$ cat config.mk
export PLATFORM = sky130hd
export DESIGN_NAME = bus
export DESIGN_NICKNAME = d
export VERILOG_FILES = /design/src/bus_pkg.sv /design/src/bus.sv /design/src/bus_addr_decoder.sv /design/src/bus_arbiter.sv /design/src/bus_router.sv
export VERILOG_INCLUDE_DIRS = /design/src
export SDC_FILE = /design/constraint.sdc
export NUM_CORES = 1
export LEC_CHECK = 0
export BUFFER_PORTS_ARGS = -buffer_cell sky130_fd_sc_hd__buf_2
export CORE_MARGIN = 1.5
export CORE_UTILIZATION = 38
export DETAILED_ROUTE_END_ITERATION = 16
export PLACE_DENSITY = 0.83
export SKIP_LAST_GASP = 1
export SYNTH_ARGS = -nofsm -noshare
export SYNTH_HDL_FRONTEND = slang
export SYNTH_HIERARCHICAL = 1
export SYNTH_SLANG_ARGS = --single-unit
$ cat constraint.sdc
create_clock -name clk -period 2.99 [get_ports clk]
set_input_delay 0.299 -clock clk [delete_from_list [all_inputs] [get_ports clk]]
set_output_delay 0.299 -clock clk [all_outputs]
set_load 0.02 [all_outputs]
$ cat src/bus_consts.svh
`ifndef BUS_CONSTS_SVH
`define BUS_CONSTS_SVH

// Bus widths
`define BUS_ADDR_W 16
`define BUS_DATA_W 8

// Target 1 window
`define BUS_T1_BASE 16'h0000
`define BUS_T1_SIZE 16'd2048

// Target 2 window
`define BUS_T2_BASE 16'h4000
`define BUS_T2_SIZE 16'd4096

`endif

$ cat src/bus_pkg.sv
`include "bus_consts.svh"

package bus_pkg;

    typedef logic [`BUS_ADDR_W-1:0] addr_t;
    typedef logic [`BUS_DATA_W-1:0] data_t;

    // Owning initiator
    typedef enum logic [1:0] {
        init_none = 2'b00,
        init_1    = 2'b01,
        init_2    = 2'b10
    } init_sel_t;

    // Selected target
    typedef enum logic [1:0] {
        target_none = 2'b00,
        target_1    = 2'b01,
        target_2    = 2'b10
    } target_sel_t;

endpackage

$ cat src/bus.sv
`timescale 1ns/1ps

module bus
    import bus_pkg::*;
(
    input  logic  clk,
    input  logic  rst_n,

    // Initiator 1
    input  logic  init1_req,
    input  addr_t init1_addr,
    input  data_t init1_wdata,
    input  logic  init1_rw,
    output logic  init1_grant,
    output data_t init1_rdata,
    output logic  init1_ack,

    // Initiator 2
    input  logic  init2_req,
    input  addr_t init2_addr,
    input  data_t init2_wdata,
    input  logic  init2_rw,
    output logic  init2_grant,
    output data_t init2_rdata,
    output logic  init2_ack,

    // Target 1
    output logic  target1_sel,
    output addr_t target1_addr,
    output data_t target1_wdata,
    output logic  target1_rw,
    input  data_t target1_rdata,
    input  logic  target1_ack,

    // Target 2
    output logic  target2_sel,
    output addr_t target2_addr,
    output data_t target2_wdata,
    output logic  target2_rw,
    input  data_t target2_rdata,
    input  logic  target2_ack
);

    init_sel_t   owner;
    target_sel_t decode_sel;
    addr_t       decode_offset;
    logic        xfer_done;

    bus_arbiter u_arbiter (
        .clk         (clk),
        .rst_n       (rst_n),
        .init1_req   (init1_req),
        .init2_req   (init2_req),
        .xfer_done   (xfer_done),
        .init1_grant (init1_grant),
        .init2_grant (init2_grant),
        .owner       (owner)
    );

    bus_addr_decoder u_addr_decoder (
        .owner         (owner),
        .init1_addr    (init1_addr),
        .init2_addr    (init2_addr),
        .decode_sel    (decode_sel),
        .decode_offset (decode_offset)
    );

    bus_router u_router (
        .clk           (clk),
        .rst_n         (rst_n),
        .owner         (owner),
        .decode_sel    (decode_sel),
        .decode_offset (decode_offset),
        .init1_wdata   (init1_wdata),
        .init1_rw      (init1_rw),
        .init2_wdata   (init2_wdata),
        .init2_rw      (init2_rw),
        .target1_sel   (target1_sel),
        .target1_addr  (target1_addr),
        .target1_wdata (target1_wdata),
        .target1_rw    (target1_rw),
        .target2_sel   (target2_sel),
        .target2_addr  (target2_addr),
        .target2_wdata (target2_wdata),
        .target2_rw    (target2_rw),
        .target1_ack   (target1_ack),
        .target1_rdata (target1_rdata),
        .target2_ack   (target2_ack),
        .target2_rdata (target2_rdata),
        .init1_ack     (init1_ack),
        .init1_rdata   (init1_rdata),
        .init2_ack     (init2_ack),
        .init2_rdata   (init2_rdata),
        .xfer_done     (xfer_done)
    );

endmodule

$ cat src/bus_addr_decoder.sv
`timescale 1ns/1ps

`include "bus_consts.svh"

module bus_addr_decoder
    import bus_pkg::*;
(
    input  init_sel_t   owner,
    input  addr_t       init1_addr,
    input  addr_t       init2_addr,
    output target_sel_t decode_sel,
    output addr_t       decode_offset
);

    addr_t sel_addr;
    addr_t off1;
    addr_t off2;
    logic  hit1;
    logic  hit2;

    always_comb begin
        case (owner)
            init_1:  sel_addr = init1_addr;
            init_2:  sel_addr = init2_addr;
            default: sel_addr = '0;
        endcase
    end

    // Offset wraps below the base, so one compare covers both window edges
    assign off1 = sel_addr - addr_t'(`BUS_T1_BASE);
    assign off2 = sel_addr - addr_t'(`BUS_T2_BASE);
    assign hit1 = (owner != init_none) && (off1 < addr_t'(`BUS_T1_SIZE));
    assign hit2 = (owner != init_none) && (off2 < addr_t'(`BUS_T2_SIZE));

    always_comb begin
        decode_sel    = target_none;
        decode_offset = '0;
        if (hit1) begin
            decode_sel    = target_1;
            decode_offset = off1;
        end else if (hit2) begin
            decode_sel    = target_2;
            decode_offset = off2;
        end
    end

endmodule

$ cat src/bus_arbiter.sv
`timescale 1ns/1ps

module bus_arbiter
    import bus_pkg::*;
(
    input  logic      clk,
    input  logic      rst_n,
    input  logic      init1_req,
    input  logic      init2_req,
    input  logic      xfer_done,
    output logic      init1_grant,
    output logic      init2_grant,
    output init_sel_t owner
);

    init_sel_t last_owner;
    init_sel_t next_pick;

    // Initiator 1 first, unless it had the last turn and initiator 2 waits
    always_comb begin
        next_pick = init_none;
        if (init1_req && !(init2_req && last_owner == init_1)) begin
            next_pick = init_1;
        end else if (init2_req) begin
            next_pick = init_2;
        end
    end

    always_ff @(posedge clk or negedge rst_n) begin
        if (!rst_n) begin
            owner      <= init_none;
            last_owner <= init_none;
        end else if (owner == init_none) begin
            owner <= next_pick;
            if (next_pick != init_none) begin
                last_owner <= next_pick;
            end
        end else if (xfer_done) begin
            // Back to idle for one cycle before the next grant
            owner <= init_none;
        end
    end

    assign init1_grant = (owner == init_1);
    assign init2_grant = (owner == init_2);

endmodule

$ cat src/bus_router.sv
`timescale 1ns/1ps

module bus_router
    import bus_pkg::*;
(
    input  logic        clk,
    input  logic        rst_n,
    input  init_sel_t   owner,
    input  target_sel_t decode_sel,
    input  addr_t       decode_offset,

    input  data_t       init1_wdata,
    input  logic        init1_rw,
    input  data_t       init2_wdata,
    input  logic        init2_rw,

    output logic        target1_sel,
    output addr_t       target1_addr,
    output data_t       target1_wdata,
    output logic        target1_rw,
    output logic        target2_sel,
    output addr_t       target2_addr,
    output data_t       target2_wdata,
    output logic        target2_rw,

    input  logic        target1_ack,
    input  data_t       target1_rdata,
    input  logic        target2_ack,
    input  data_t       target2_rdata,

    output logic        init1_ack,
    output data_t       init1_rdata,
    output logic        init2_ack,
    output data_t       init2_rdata,
    output logic        xfer_done
);

    target_sel_t held_target;
    init_sel_t   held_owner;
    data_t       fwd_wdata;
    logic        fwd_rw;
    logic        resp_ack;
    data_t       resp_rdata;

    // Latch target and owner once per transfer, release on the target's ack
    always_ff @(posedge clk or negedge rst_n) begin
        if (!rst_n) begin
            held_target <= target_none;
            held_owner  <= init_none;
        end else if (held_target == target_none) begin
            if (owner != init_none && decode_sel != target_none) begin
                held_target <= decode_sel;
                held_owner  <= owner;
            end
        end else if (resp_ack) begin
            held_target <= target_none;
            held_owner  <= init_none;
        end
    end

    always_comb begin
        case (held_owner)
            init_1: begin
                fwd_wdata = init1_wdata;
                fwd_rw    = init1_rw;
            end
            init_2: begin
                fwd_wdata = init2_wdata;
                fwd_rw    = init2_rw;
            end
            default: begin
                fwd_wdata = '0;
                fwd_rw    = 1'b0;
            end
        endcase
    end

    // Payload goes to both targets, sel qualifies it
    assign target1_sel   = (held_target == target_1);
    assign target1_addr  = decode_offset;
    assign target1_wdata = fwd_wdata;
    assign target1_rw    = fwd_rw;
    assign target2_sel   = (held_target == target_2);
    assign target2_addr  = decode_offset;
    assign target2_wdata = fwd_wdata;
    assign target2_rw    = fwd_rw;

    always_comb begin
        case (held_target)
            target_1: begin
                resp_ack   = target1_ack;
                resp_rdata = target1_rdata;
            end
            target_2: begin
                resp_ack   = target2_ack;
                resp_rdata = target2_rdata;
            end
            default: begin
                resp_ack   = 1'b0;
                resp_rdata = '0;
            end
        endcase
    end

    // Response only reaches the owner, the other side sees zeros
    assign init1_ack   = resp_ack && (held_owner == init_1);
    assign init1_rdata = (held_owner == init_1) ? resp_rdata : '0;
    assign init2_ack   = resp_ack && (held_owner == init_2);
    assign init2_rdata = (held_owner == init_2) ? resp_rdata : '0;

    assign xfer_done = resp_ack;

endmodule

==> impl_metrics.json, run 1 <==
{
  "die_x_um": 67.2,
  "path_max_fanout": 11,
  "area_delta_synth_final_pct": 31.0,
  "grt_pass1_wl_um": 6470,
  "critPathMaxStageDelay_ns": 0.41,
  "core_area_um2": 3970,
  "grt_max_degree": 17,
  "status": "complete, no violations",
  "clk_pin_slew_ns": 0.04,
  "yosysTopAreaCell": "buf_4",
  "synth.top_cell.area_share": 0.211,
  "netlist_area_um2": 1570,
  "final_cell_mix": "buf_2 (143), a22oi_1 (30), nor2_1 (27)",
  "globalplace.congestion": 0.800,
  "layout_commonest_cell": "buf_2",
  "ant_nets": 0,
  "clkLatencyLatePin_ns": 0.23,
  "placedCellCount": 349,
  "multi_input_area_um2": 938,
  "maxCapViolCount": 0,
  "syn_nets": 288,
  "crit_slowest_cell": "ha_1",
  "hpwl_um": 3820,
  "cp-end-kind": "primary output",
  "via_per_inst": 5.10,
  "diodes": 0,
  "stdcell_count": 354,
  "grt_pass1_vias": 1519,
  "grt_setup_unrepaired": "no",
  "crit_path_cell_trace": "inv_1 -> ha_1 -> nand2_1 -> ha_1 -> inv_1 -> a31oi_4 -> o21a_1 -> nor3_1 -> buf_2",
  "irDropWorstVdd_mv": 0.451,
  "cts_max_level": 1,
  "required_ns": 2.69,
  "setup_viol": 0,
  "antenna_found_initial": 0,
  "worst-setup-path-type": "reg2out",
  "dr.pass1.iters": 4,
  "hp-class": "in2reg",
  "critPathArrivalTime_ns": 2.46,
  "syn_area_per_cell_um2": 7.65,
  "drt_iter0_markers": 60,
  "seq_area_frac_synth": 0.128,
  "cts_buffers": 3,
  "ys_warn_count": 6,
  "overflow": 0,
  "fin_skew_ns": 0.00170,
  "portBuffers": 143,
  "grt.total_usage": 0.183,
  "period_minus_slack_ns": 2.76,
  "wl_per_cell_um": 12.8,
  "leakagePower_nw": 1.21,
  "wirelength_um": 4520,
  "place_area_um2": 2000,
  "cellPowerDensity_nw_per_um2": 1120,
  "cts_max_path_buffers": 2,
  "io-pin-count": 144,
  "synthCells": 205,
  "tightest_slew_ns": 0.456,
  "finalHoldViolCount": 0,
  "start_kind": "flip-flop",
  "start_util": 0.395,
  "stdcell_area_um2": 2050,
  "synth.distinct_cells": 36,
  "drv_slew": 0,
  "clock-sinks": 8,
  "setup_ws_ns": 0.231,
  "die_h_um": 67.2,
  "tritoncts": "done",
  "register_area_um2": 200,
  "drive_gt1_frac": 0.530,
  "synthTopCellsByArea": "buf_4 (21%), a22oi_1 (14%), dfrtp_1 (13%)",
  "ys_ff_latch": 8,
  "dieArea_um2": 4520,
  "root_buffer": "clkbuf_8",
  "hold_slack_ns": 0.296,
  "post-route-period-util": 0.923,
  "fillCellCount": 359,
  "drc": 0,
  "layout.nets": 389,
  "core.rowCount": 23,
  "timing.fmax_mhz": 363,
  "finalSetupTns_ns": 0,
  "num_vias": 1806,
  "placement.setup.worst_slack_ns": 0.439,
  "relSlewSlack": 0.695
}
## power by group
part / total (mW) / switching [mW] / internal [mW] / leakage [nW]
Clock: 0.133 / 0.0451 / 0.0875 / 0.0216
Sequential: 0.204 / 0.0439 / 0.160 / 0.0985
Combinational: 1.96 / 1.24 / 0.728 / 1.09
Total: 2.30 / 1.33 / 0.976 / 1.21
## timing repair
item                                    in CTS  in global routing
hold buffers                                 1                  0
hold endpoints to repair                     8                  0
resized for setup                            0                  0
buffers inserted                             0                  1
endpoints found under the setup margin       0                  4
## critical path: cells and delay by family (launching register included)
family | cells | cell delay [ns]
fa+ha+maj | 2 | 0.64
buf+inv | 3 | 0.39
compound gates | 2 | 0.37
flops | 1 | 0.37
simple gates | 2 | 0.45
## synth_stat cells
library cell and instances:
a22oi_1 30, mux2i_1 2, a211oi_1 1, nand3_1 1, nand2_1 9, clkbuf_1 5
nor2b_1 3, o211ai_1 3, a22oi_4 2, o21ba_4 1, o2111ai_1 1, nand3b_1 1
mux2_2 1, a22o_1 5, nor2_1 27, nor3_1 13, buf_2 1, nor2_2 1
a21oi_1 4, nand2b_1 2, o21a_1 1, o21ai_1 2, mux2_4 1, o221a_1 1
o21ai_2 1, inv_1 13, a31oi_4 1, buf_4 44, dfrtp_1 8, and2_1 2
or2_2 1, buf_1 1, a32o_1 2, buf_6 2, ha_1 11, a211oi_4 1
## per-layer routing
layer  global-route usage  vias up  part of all wire  wire [um]
met5                    0        -                 0          0
met4               0.0510        0            0.0046         21
met3               0.0133        3             0.091        413
met2                0.391       96              0.55       2470
met1                0.183      821              0.36       1620
li1                     -      886                 -          -
## flip-flops by register name (all words and copies together) (netlist names)
register and flops:
u_router/held_target 2, u_arbiter/last_owner 2, u_arbiter/owner 2, u_router/held_owner 2
## area by class of cell
class	count	share of cell area
Timing Repair Buffer	149	0.371
Tap cell	50	0.0305
Sequential cell	8	0.0974
Clock buffer	3	0.0201
Multi-Input combinational cell	131	0.457
Inverter	13	0.0238
## logic make-up (layout without fill, tap and decap cells)
family / count (synthesis) / in the layout / synth area share
buf+inv: 66 / 165 / 0.274
fa+ha+maj: 11 / 11 / 0.0878
mux: 4 / 4 / 0.0295
simple gates: 60 / 60 / 0.172
flops: 8 / 8 / 0.128
compound gates: 56 / 56 / 0.310
## path summary, 6_finish.rpt
| kind | depth (start not counted) | slack (ns) | to | from |
|---|---|---|---|---|
| max reg2reg | 12 | 0.40 | u_router/held_owner[0] | u_arbiter/owner[1] |
| min | 2 | 0.30 | u_arbiter/last_owner[1] | init1_req |
| min reg2reg | 1 | 0.54 | u_router/held_owner[1] | u_router/held_owner[1] |
| max in group asynchronous | 2 | 2.38 | u_arbiter/owner[0] | rst_n |
| min in group asynchronous | 2 | 0.44 | u_arbiter/last_owner[1] | rst_n |
| max | 9 | 0.23 | target1_addr[3] | u_arbiter/owner[1] |
## per-stage QoR
| stage | util | power [mW] |
|---|---|---|
| 2_1_floorplan | - | 1.94 |
| 3_3_place_gp | 0.503 | 2.10 |
| 3_5_place_dp | 0.503 | 2.14 |
| 4_1_cts | 0.515 | 2.28 |
| 5_1_grt | 0.517 | 2.52 |
| 6_report | 0.517 | 2.30 |
Power figures use the tool's default switching activity.
==> inputs of run 2 (changes only) <==
==> constraint.sdc (replaced) <==
create_clock -name clk -period 2.99 [get_ports clk]
set_input_delay 0.4485 -clock clk [delete_from_list [all_inputs] [get_ports clk]]
set_output_delay 0.4485 -clock clk [all_outputs]
set_load 0.02 [all_outputs]
==> run 2 against run 1 <==
  * Final cell count is the same
  * Critical path depth rose by 1
  * Non-clock buffer count unchanged
  * First-iteration DRC count down 1.7%
  * Power up 4.7%
  * Largest power group unchanged
  * Highest routed layer unchanged
==> impl_metrics.json, run 2 (same netlist as run 1, synthesis figures left out) <==
{
  "status": "complete, no violations",
  "drv_slew": 0,
  "clk_pin_slew_ns": 0.04,
  "busiest_layer": "met2",
  "path_buf_inv": 3,
  "grt.total_usage": 0.182,
  "leakagePower_nw": 1.20,
  "cts_buffers": 3,
  "dieArea_um2": 4520,
  "drive_gt1_frac": 0.559,
  "globalplace.congestion": 0.913,
  "tightest_slew_ns": 0.450,
  "postLayoutCoreUtil": 0.530,
  "grt_pass1_wl_um": 6400,
  "grt_use_met3": 0.0250,
  "dr.pass1.iters": 4,
  "clkLatencyLatePin_ns": 0.22,
  "placedCellCount": 350,
  "timing.fmax_mhz": 350,
  "overflow": 0,
  "grt_pass1_vias": 1488,
  "setup_ws_ns": 0.132,
  "num_vias": 1811,
  "fin_skew_ns": 0.00134,
  "wl_per_cell_um": 12.9,
  "stdcell_count": 354,
  "root_buffer": "clkbuf_8",
  "ant_nets": 0,
  "relSlewSlack": 0.699,
  "grtUsageMet2": 0.376,
  "hold_buffers": 0,
  "clock-sinks": 8,
  "critPathArrivalTime_ns": 2.41,
  "period_minus_slack_ns": 2.86,
  "hp-class": "in2async",
  "maxCapViolCount": 0,
  "layout_commonest_cell": "buf_2",
  "met1_usage": 0.181,
  "irDropWorstVdd_mv": 0.517,
  "portBuffers": 143,
  "grt_max_degree": 16,
  "wirelength_um": 4560,
  "io-pin-count": 144,
  "final_cell_mix": "buf_2 (140), a22oi_1 (30), nor2_1 (27)",
  "hpwl_um": 3870,
  "area_delta_synth_final_pct": 34.3,
  "crit_path_cell_trace": "inv_2 -> ha_4 -> a22o_1 -> nand2_1 -> ha_1 -> inv_1 -> a31oi_4 -> a211oi_4 -> mux2i_2 -> buf_2",
  "required_ns": 2.54,
  "cts_max_path_buffers": 2,
  "start_kind": "flip-flop",
  "antenna_found_initial": 0,
  "crit_slowest_cell": "dfrtp_1",
  "post-route-period-util": 0.956,
  "finalHoldViolCount": 0,
  "path_delay_family": "compound AO/OA/AOI/OAI gates",
  "setup_viol": 0,
  "diodes": 0,
  "core.rowCount": 23,
  "via_per_inst": 5.12,
  "cp-end-kind": "primary output",
  "die_x_um": 67.2,
  "critPathMaxStageDelay_ns": 0.42,
  "tritoncts": "done",
  "worst-setup-path-type": "reg2out",
  "start_util": 0.395,
  "die_h_um": 67.2,
  "cts_max_level": 1,
  "drt_iter0_markers": 59,
  "cellPowerDensity_nw_per_um2": 1140,
  "layout.nets": 389,
  "placement.setup.worst_slack_ns": 0.219,
  "core_area_um2": 3970,
  "drc": 0,
  "path_max_fanout": 5
}
-- run 2: cell count changes in the layout (fill, tap and decap cells not counted), moves of 3 or more --
cell	previous run	this run
buf_4	5	9
buf_2	143	140
ha_1	11	8
ha_4	0	3
-- run 2: path summary, 6_finish.rpt --
check / startpoint / to / slack [ns] / cells past startpoint
max: u_arbiter/owner[0] / target2_addr[14] / 0.13 / 10
min: rst_n / u_arbiter/last_owner[1] / 0.06 / 1
max reg2reg: u_arbiter/owner[0] / u_router/held_owner[1] / 0.37 / 13
min reg2reg: u_arbiter/last_owner[0] / u_arbiter/last_owner[0] / 0.54 / 1
max in group asynchronous: rst_n / u_router/held_target[0] / 2.77 / 1
min in group clk: init1_req / u_arbiter/last_owner[1] / 0.45 / 2
-- run 2: metal layers --
layer | wire length [um] | share of wire | vias to the layer above
met5 | 0 | 0 | -
met4 | 40 | 0.0088 | 0
met3 | 420 | 0.092 | 4
met2 | 2480 | 0.54 | 98
met1 | 1620 | 0.35 | 831
li1 | - | - | 878
-- run 2: final cells by class --
| type | instances | area [um^2] |
|---|---|---|
| Tap cell | 50 | 62.6 |
| Inverter | 13 | 48.8 |
| Timing Repair Buffer | 149 | 768 |
| Multi-Input combinational cell | 131 | 985 |
| Sequential cell | 8 | 200 |
| Fill cell | 369 | 1870 |
| Clock buffer | 3 | 41.3 |
-- run 2: power breakdown --
part	leakage [nW]	switching [mW]	total, mW	internal (mW)
clock network	0.0216	0.0408	0.128	0.0871
logic	1.08	1.26	2.07	0.808
registers	0.0985	0.0499	0.210	0.160
total	1.20	1.35	2.41	1.06
-- run 2: repair_timing --
item | in CTS | in global routing
endpoints found under the setup margin | 2 | 26
pin swaps | 1 | 1
setup buffers | 0 | 1
resized for setup | 0 | 14
-- run 2: stage by stage --
stage	instance area [um^2]	total power, mW	setup TNS (ns)	hold WS, ns
floorplan	1570	1.94	0	0.153
global placement	2000	2.11	0	0.296
detailed placement	2000	2.16	0	0.297
CTS	2040	2.29	0	0.0591
global route	2110	2.62	-0.0237	0.0671
finish	2110	2.41	0	0.0583
==> inputs of run 3 (changes only) <==
--- a/config.mk
+++ b/config.mk
@@ -8,11 +8,10 @@
 export LEC_CHECK = 0
 export BUFFER_PORTS_ARGS = -buffer_cell sky130_fd_sc_hd__buf_2
 export CORE_MARGIN = 1.5
-export CORE_UTILIZATION = 38
+export CORE_UTILIZATION = 36
 export DETAILED_ROUTE_END_ITERATION = 16
-export PLACE_DENSITY = 0.83
+export PLACE_DENSITY = 0.84
 export SKIP_LAST_GASP = 1
 export SYNTH_ARGS = -nofsm -noshare
 export SYNTH_HDL_FRONTEND = slang
-export SYNTH_HIERARCHICAL = 1
 export SYNTH_SLANG_ARGS = --single-unit
==> run 3 against run 2 <==
  * Final cell count up 0.56%
  * Die area decreased by 7.9%
  * Worst setup slack worse by 0.032 ns
  * Via count rose by 1.4%
  * First-iteration DRC count increased by 54%
  * Sequential share of layout area up 0.054 points
  * Clock-buffer cell count stayed put
  * Power down 2.7%
  * Critical path depth is 2 higher
  * Maximum frequency is 1.1% lower
==> impl_metrics.json, run 3 <==
{
  "io-pin-count": 144,
  "grt_pass1_vias": 1485,
  "finalSetupTns_ns": 0,
  "pwr-share-comb": 0.853,
  "yosysTopAreaCell": "a22oi_1",
  "drc": 0,
  "core_area_um2": 3660,
  "core.rowCount": 22,
  "cp-end-kind": "primary output",
  "synthTopCellsByArea": "a22oi_1 (16%), buf_4 (15%), dfrtp_1 (15%)",
  "wirelength_um": 4570,
  "grt_max_degree": 18,
  "die_h_um": 64.5,
  "critPathArrivalTime_ns": 2.44,
  "power.internal_mw": 1.05,
  "r2r_end": "u_router.held_owner[1]",
  "via_per_inst": 5.16,
  "relSlewSlack": 0.665,
  "irDropWorstVdd_mv": 0.659,
  "tritoncts": "done",
  "setup_viol": 0,
  "portBuffers": 143,
  "synth_edf_count": 0,
  "root_buffer": "clkbuf_8",
  "start_kind": "flip-flop",
  "required_ns": 2.54,
  "synthCells": 191,
  "ys.flop_type": "dfrtp_1",
  "drt_iter0_markers": 91,
  "clock-sinks": 8,
  "syn_area_per_cell_um2": 7.13,
  "worst-setup-path-type": "reg2out",
  "path_max_fanout": 6,
  "globalplace.congestion": 0.801,
  "clockPowerShare": 0.055,
  "area_delta_synth_final_pct": 54.6,
  "period_minus_slack_ns": 2.89,
  "fillCellCount": 341,
  "maxCapViolCount": 0,
  "start_util": 0.372,
  "layout.nets": 393,
  "stdcell_area_um2": 2110,
  "drv_slew": 0,
  "hold_buffers": 0,
  "tightest_slew_ns": 0.498,
  "grt.total_usage": 0.187,
  "r2r_cells": 11,
  "cts_max_path_buffers": 2,
  "cts_buffers": 3,
  "clk_pin_slew_ns": 0.04,
  "num_vias": 1837,
  "ys_top_cells_by_count": "nor2_1 (39), a22oi_1 (29), buf_4 (27)",
  "drive_gt1_frac": 0.565,
  "grt_pass1_wl_um": 6380,
  "dieArea_um2": 4160,
  "netlist_area_um2": 1360,
  "async_flop_share": 1.00,
  "yosysMostFrequentCell": "nor2_1",
  "cts_max_level": 1,
  "leakagePower_nw": 1.19,
  "dr.pass1.iters": 4,
  "die_x_um": 64.5,
  "finalPower_mw": 2.34,
  "clkLatencyLatePin_ns": 0.23,
  "diodes": 0,
  "sw_frac_of_total": 0.550,
  "hp-class": "in2async",
  "wl_per_cell_um": 12.8,
  "finalHoldViolCount": 0,
  "place_area_um2": 1940,
  "hpwl_um": 3500,
  "overflow": 0,
  "timing.fmax_mhz": 346,
  "antenna_found_initial": 0,
  "post-route-period-util": 0.966,
  "seq_power_share": 0.092,
  "synth.top_cell.area_share": 0.160,
  "synth.distinct_cells": 32,
  "placement.setup.worst_slack_ns": 0.176,
  "postLayoutCoreUtil": 0.576,
  "syn_nets": 274,
  "ys_ff_latch": 8,
  "layout_commonest_cell": "buf_2",
  "ys_warn_count": 0,
  "ant_nets": 0,
  "status": "complete, no violations",
  "reg2reg_slack_ns": 0.72,
  "final_cell_mix": "buf_2 (141), nor2_1 (39), a22oi_1 (29)",
  "seq_area_frac_synth": 0.147,
  "p_sw_mw": 1.29,
  "cellPowerDensity_nw_per_um2": 1110,
  "setup_ws_ns": 0.100,
  "fin_skew_ns": 0.000416,
  "rr_startpoint": "u_arbiter.owner[0]"
}
==> run 3: layout make-up <==
class | instances | area [um^2] | share of cell area
Multi-Input combinational cell | 138 | 986 | 0.468
Timing Repair Buffer | 151 | 788 | 0.374
Sequential cell | 8 | 201 | 0.0956
Tap cell | 48 | 60.1 | 0.0285
Clock buffer | 3 | 41.3 | 0.0196
Inverter | 8 | 30.0 | 0.0143
==> run 3: worst max path at each step <==
stage	start	end	slack (ns)	cells past startpoint
final	u_arbiter.owner[0]	target1_addr[0]	0.10	12
after global routing	u_arbiter.owner[0]	target2_addr[14]	-0.02	11
after CTS	u_arbiter.owner[0]	target1_addr[0]	0.03	12
after detailed placement	u_arbiter.owner[0]	target1_addr[0]	0.18	11
after global placement	u_arbiter.owner[0]	target1_addr[0]	0.23	11
after floorplan	u_arbiter.owner[0]	target2_addr[10]	-0.07	12
==> run 3: repair_timing <==
action                                  CTS  global route
endpoints found under the hold margin     0             0
gates resized for setup                  12            14
endpoints found under the setup margin   26            28
gates cloned                              1             0
pin swaps                                 1             4
setup buffers                             0             2
==> run 3: worst max-delay path, stage by stage (launching register included) <==
cell	delay, ns
dfrtp_2	0.41
inv_2	0.09
ha_4	0.18
a22o_1	0.21
nand2_2	0.10
inv_1	0.05
ha_1	0.18
nor2b_2	0.17
and3_4	0.18
o31ai_4	0.26
buf_6	0.16
nor2_1	0.06
buf_4	0.16
==> run 3: kinds of logic after synthesis <==
logic type                 share of synthesized area
buffers and inverters                          0.210
muxes                                         0.0220
DFF                                            0.147
adders and majority gates                      0.101
AOI/OAI and AO/OA                              0.298
and+or+nand+nor                                0.221
==> run 3: power by group through the flow <==
| stage | Clock [mW] | Combinational [mW] | Sequential (mW) |
|---|---|---|---|
| after floorplan | 0 | 1.43 | 0.192 |
| after global placement | 0 | 1.72 | 0.202 |
| after detailed placement | 0 | 1.74 | 0.208 |
| after CTS | 0.132 | 1.86 | 0.207 |
| after global routing | 0.138 | 2.17 | 0.220 |
| final | 0.129 | 2.00 | 0.215 |
==> run 3: per-stage QoR <==
step	instances	hold WS, ns
after floorplan	191	0.153
after global placement	350	0.299
after detailed placement	350	0.297
after CTS	354	0.0515
after global routing	356	0.0564
final	356	0.0558
==> run 3: metal layers <==
layer,global-route usage,wire length (um)
met3,0.0313,319
met1,0.229,1860
met5,0,0
met2,0.345,2350
met4,0.0372,38
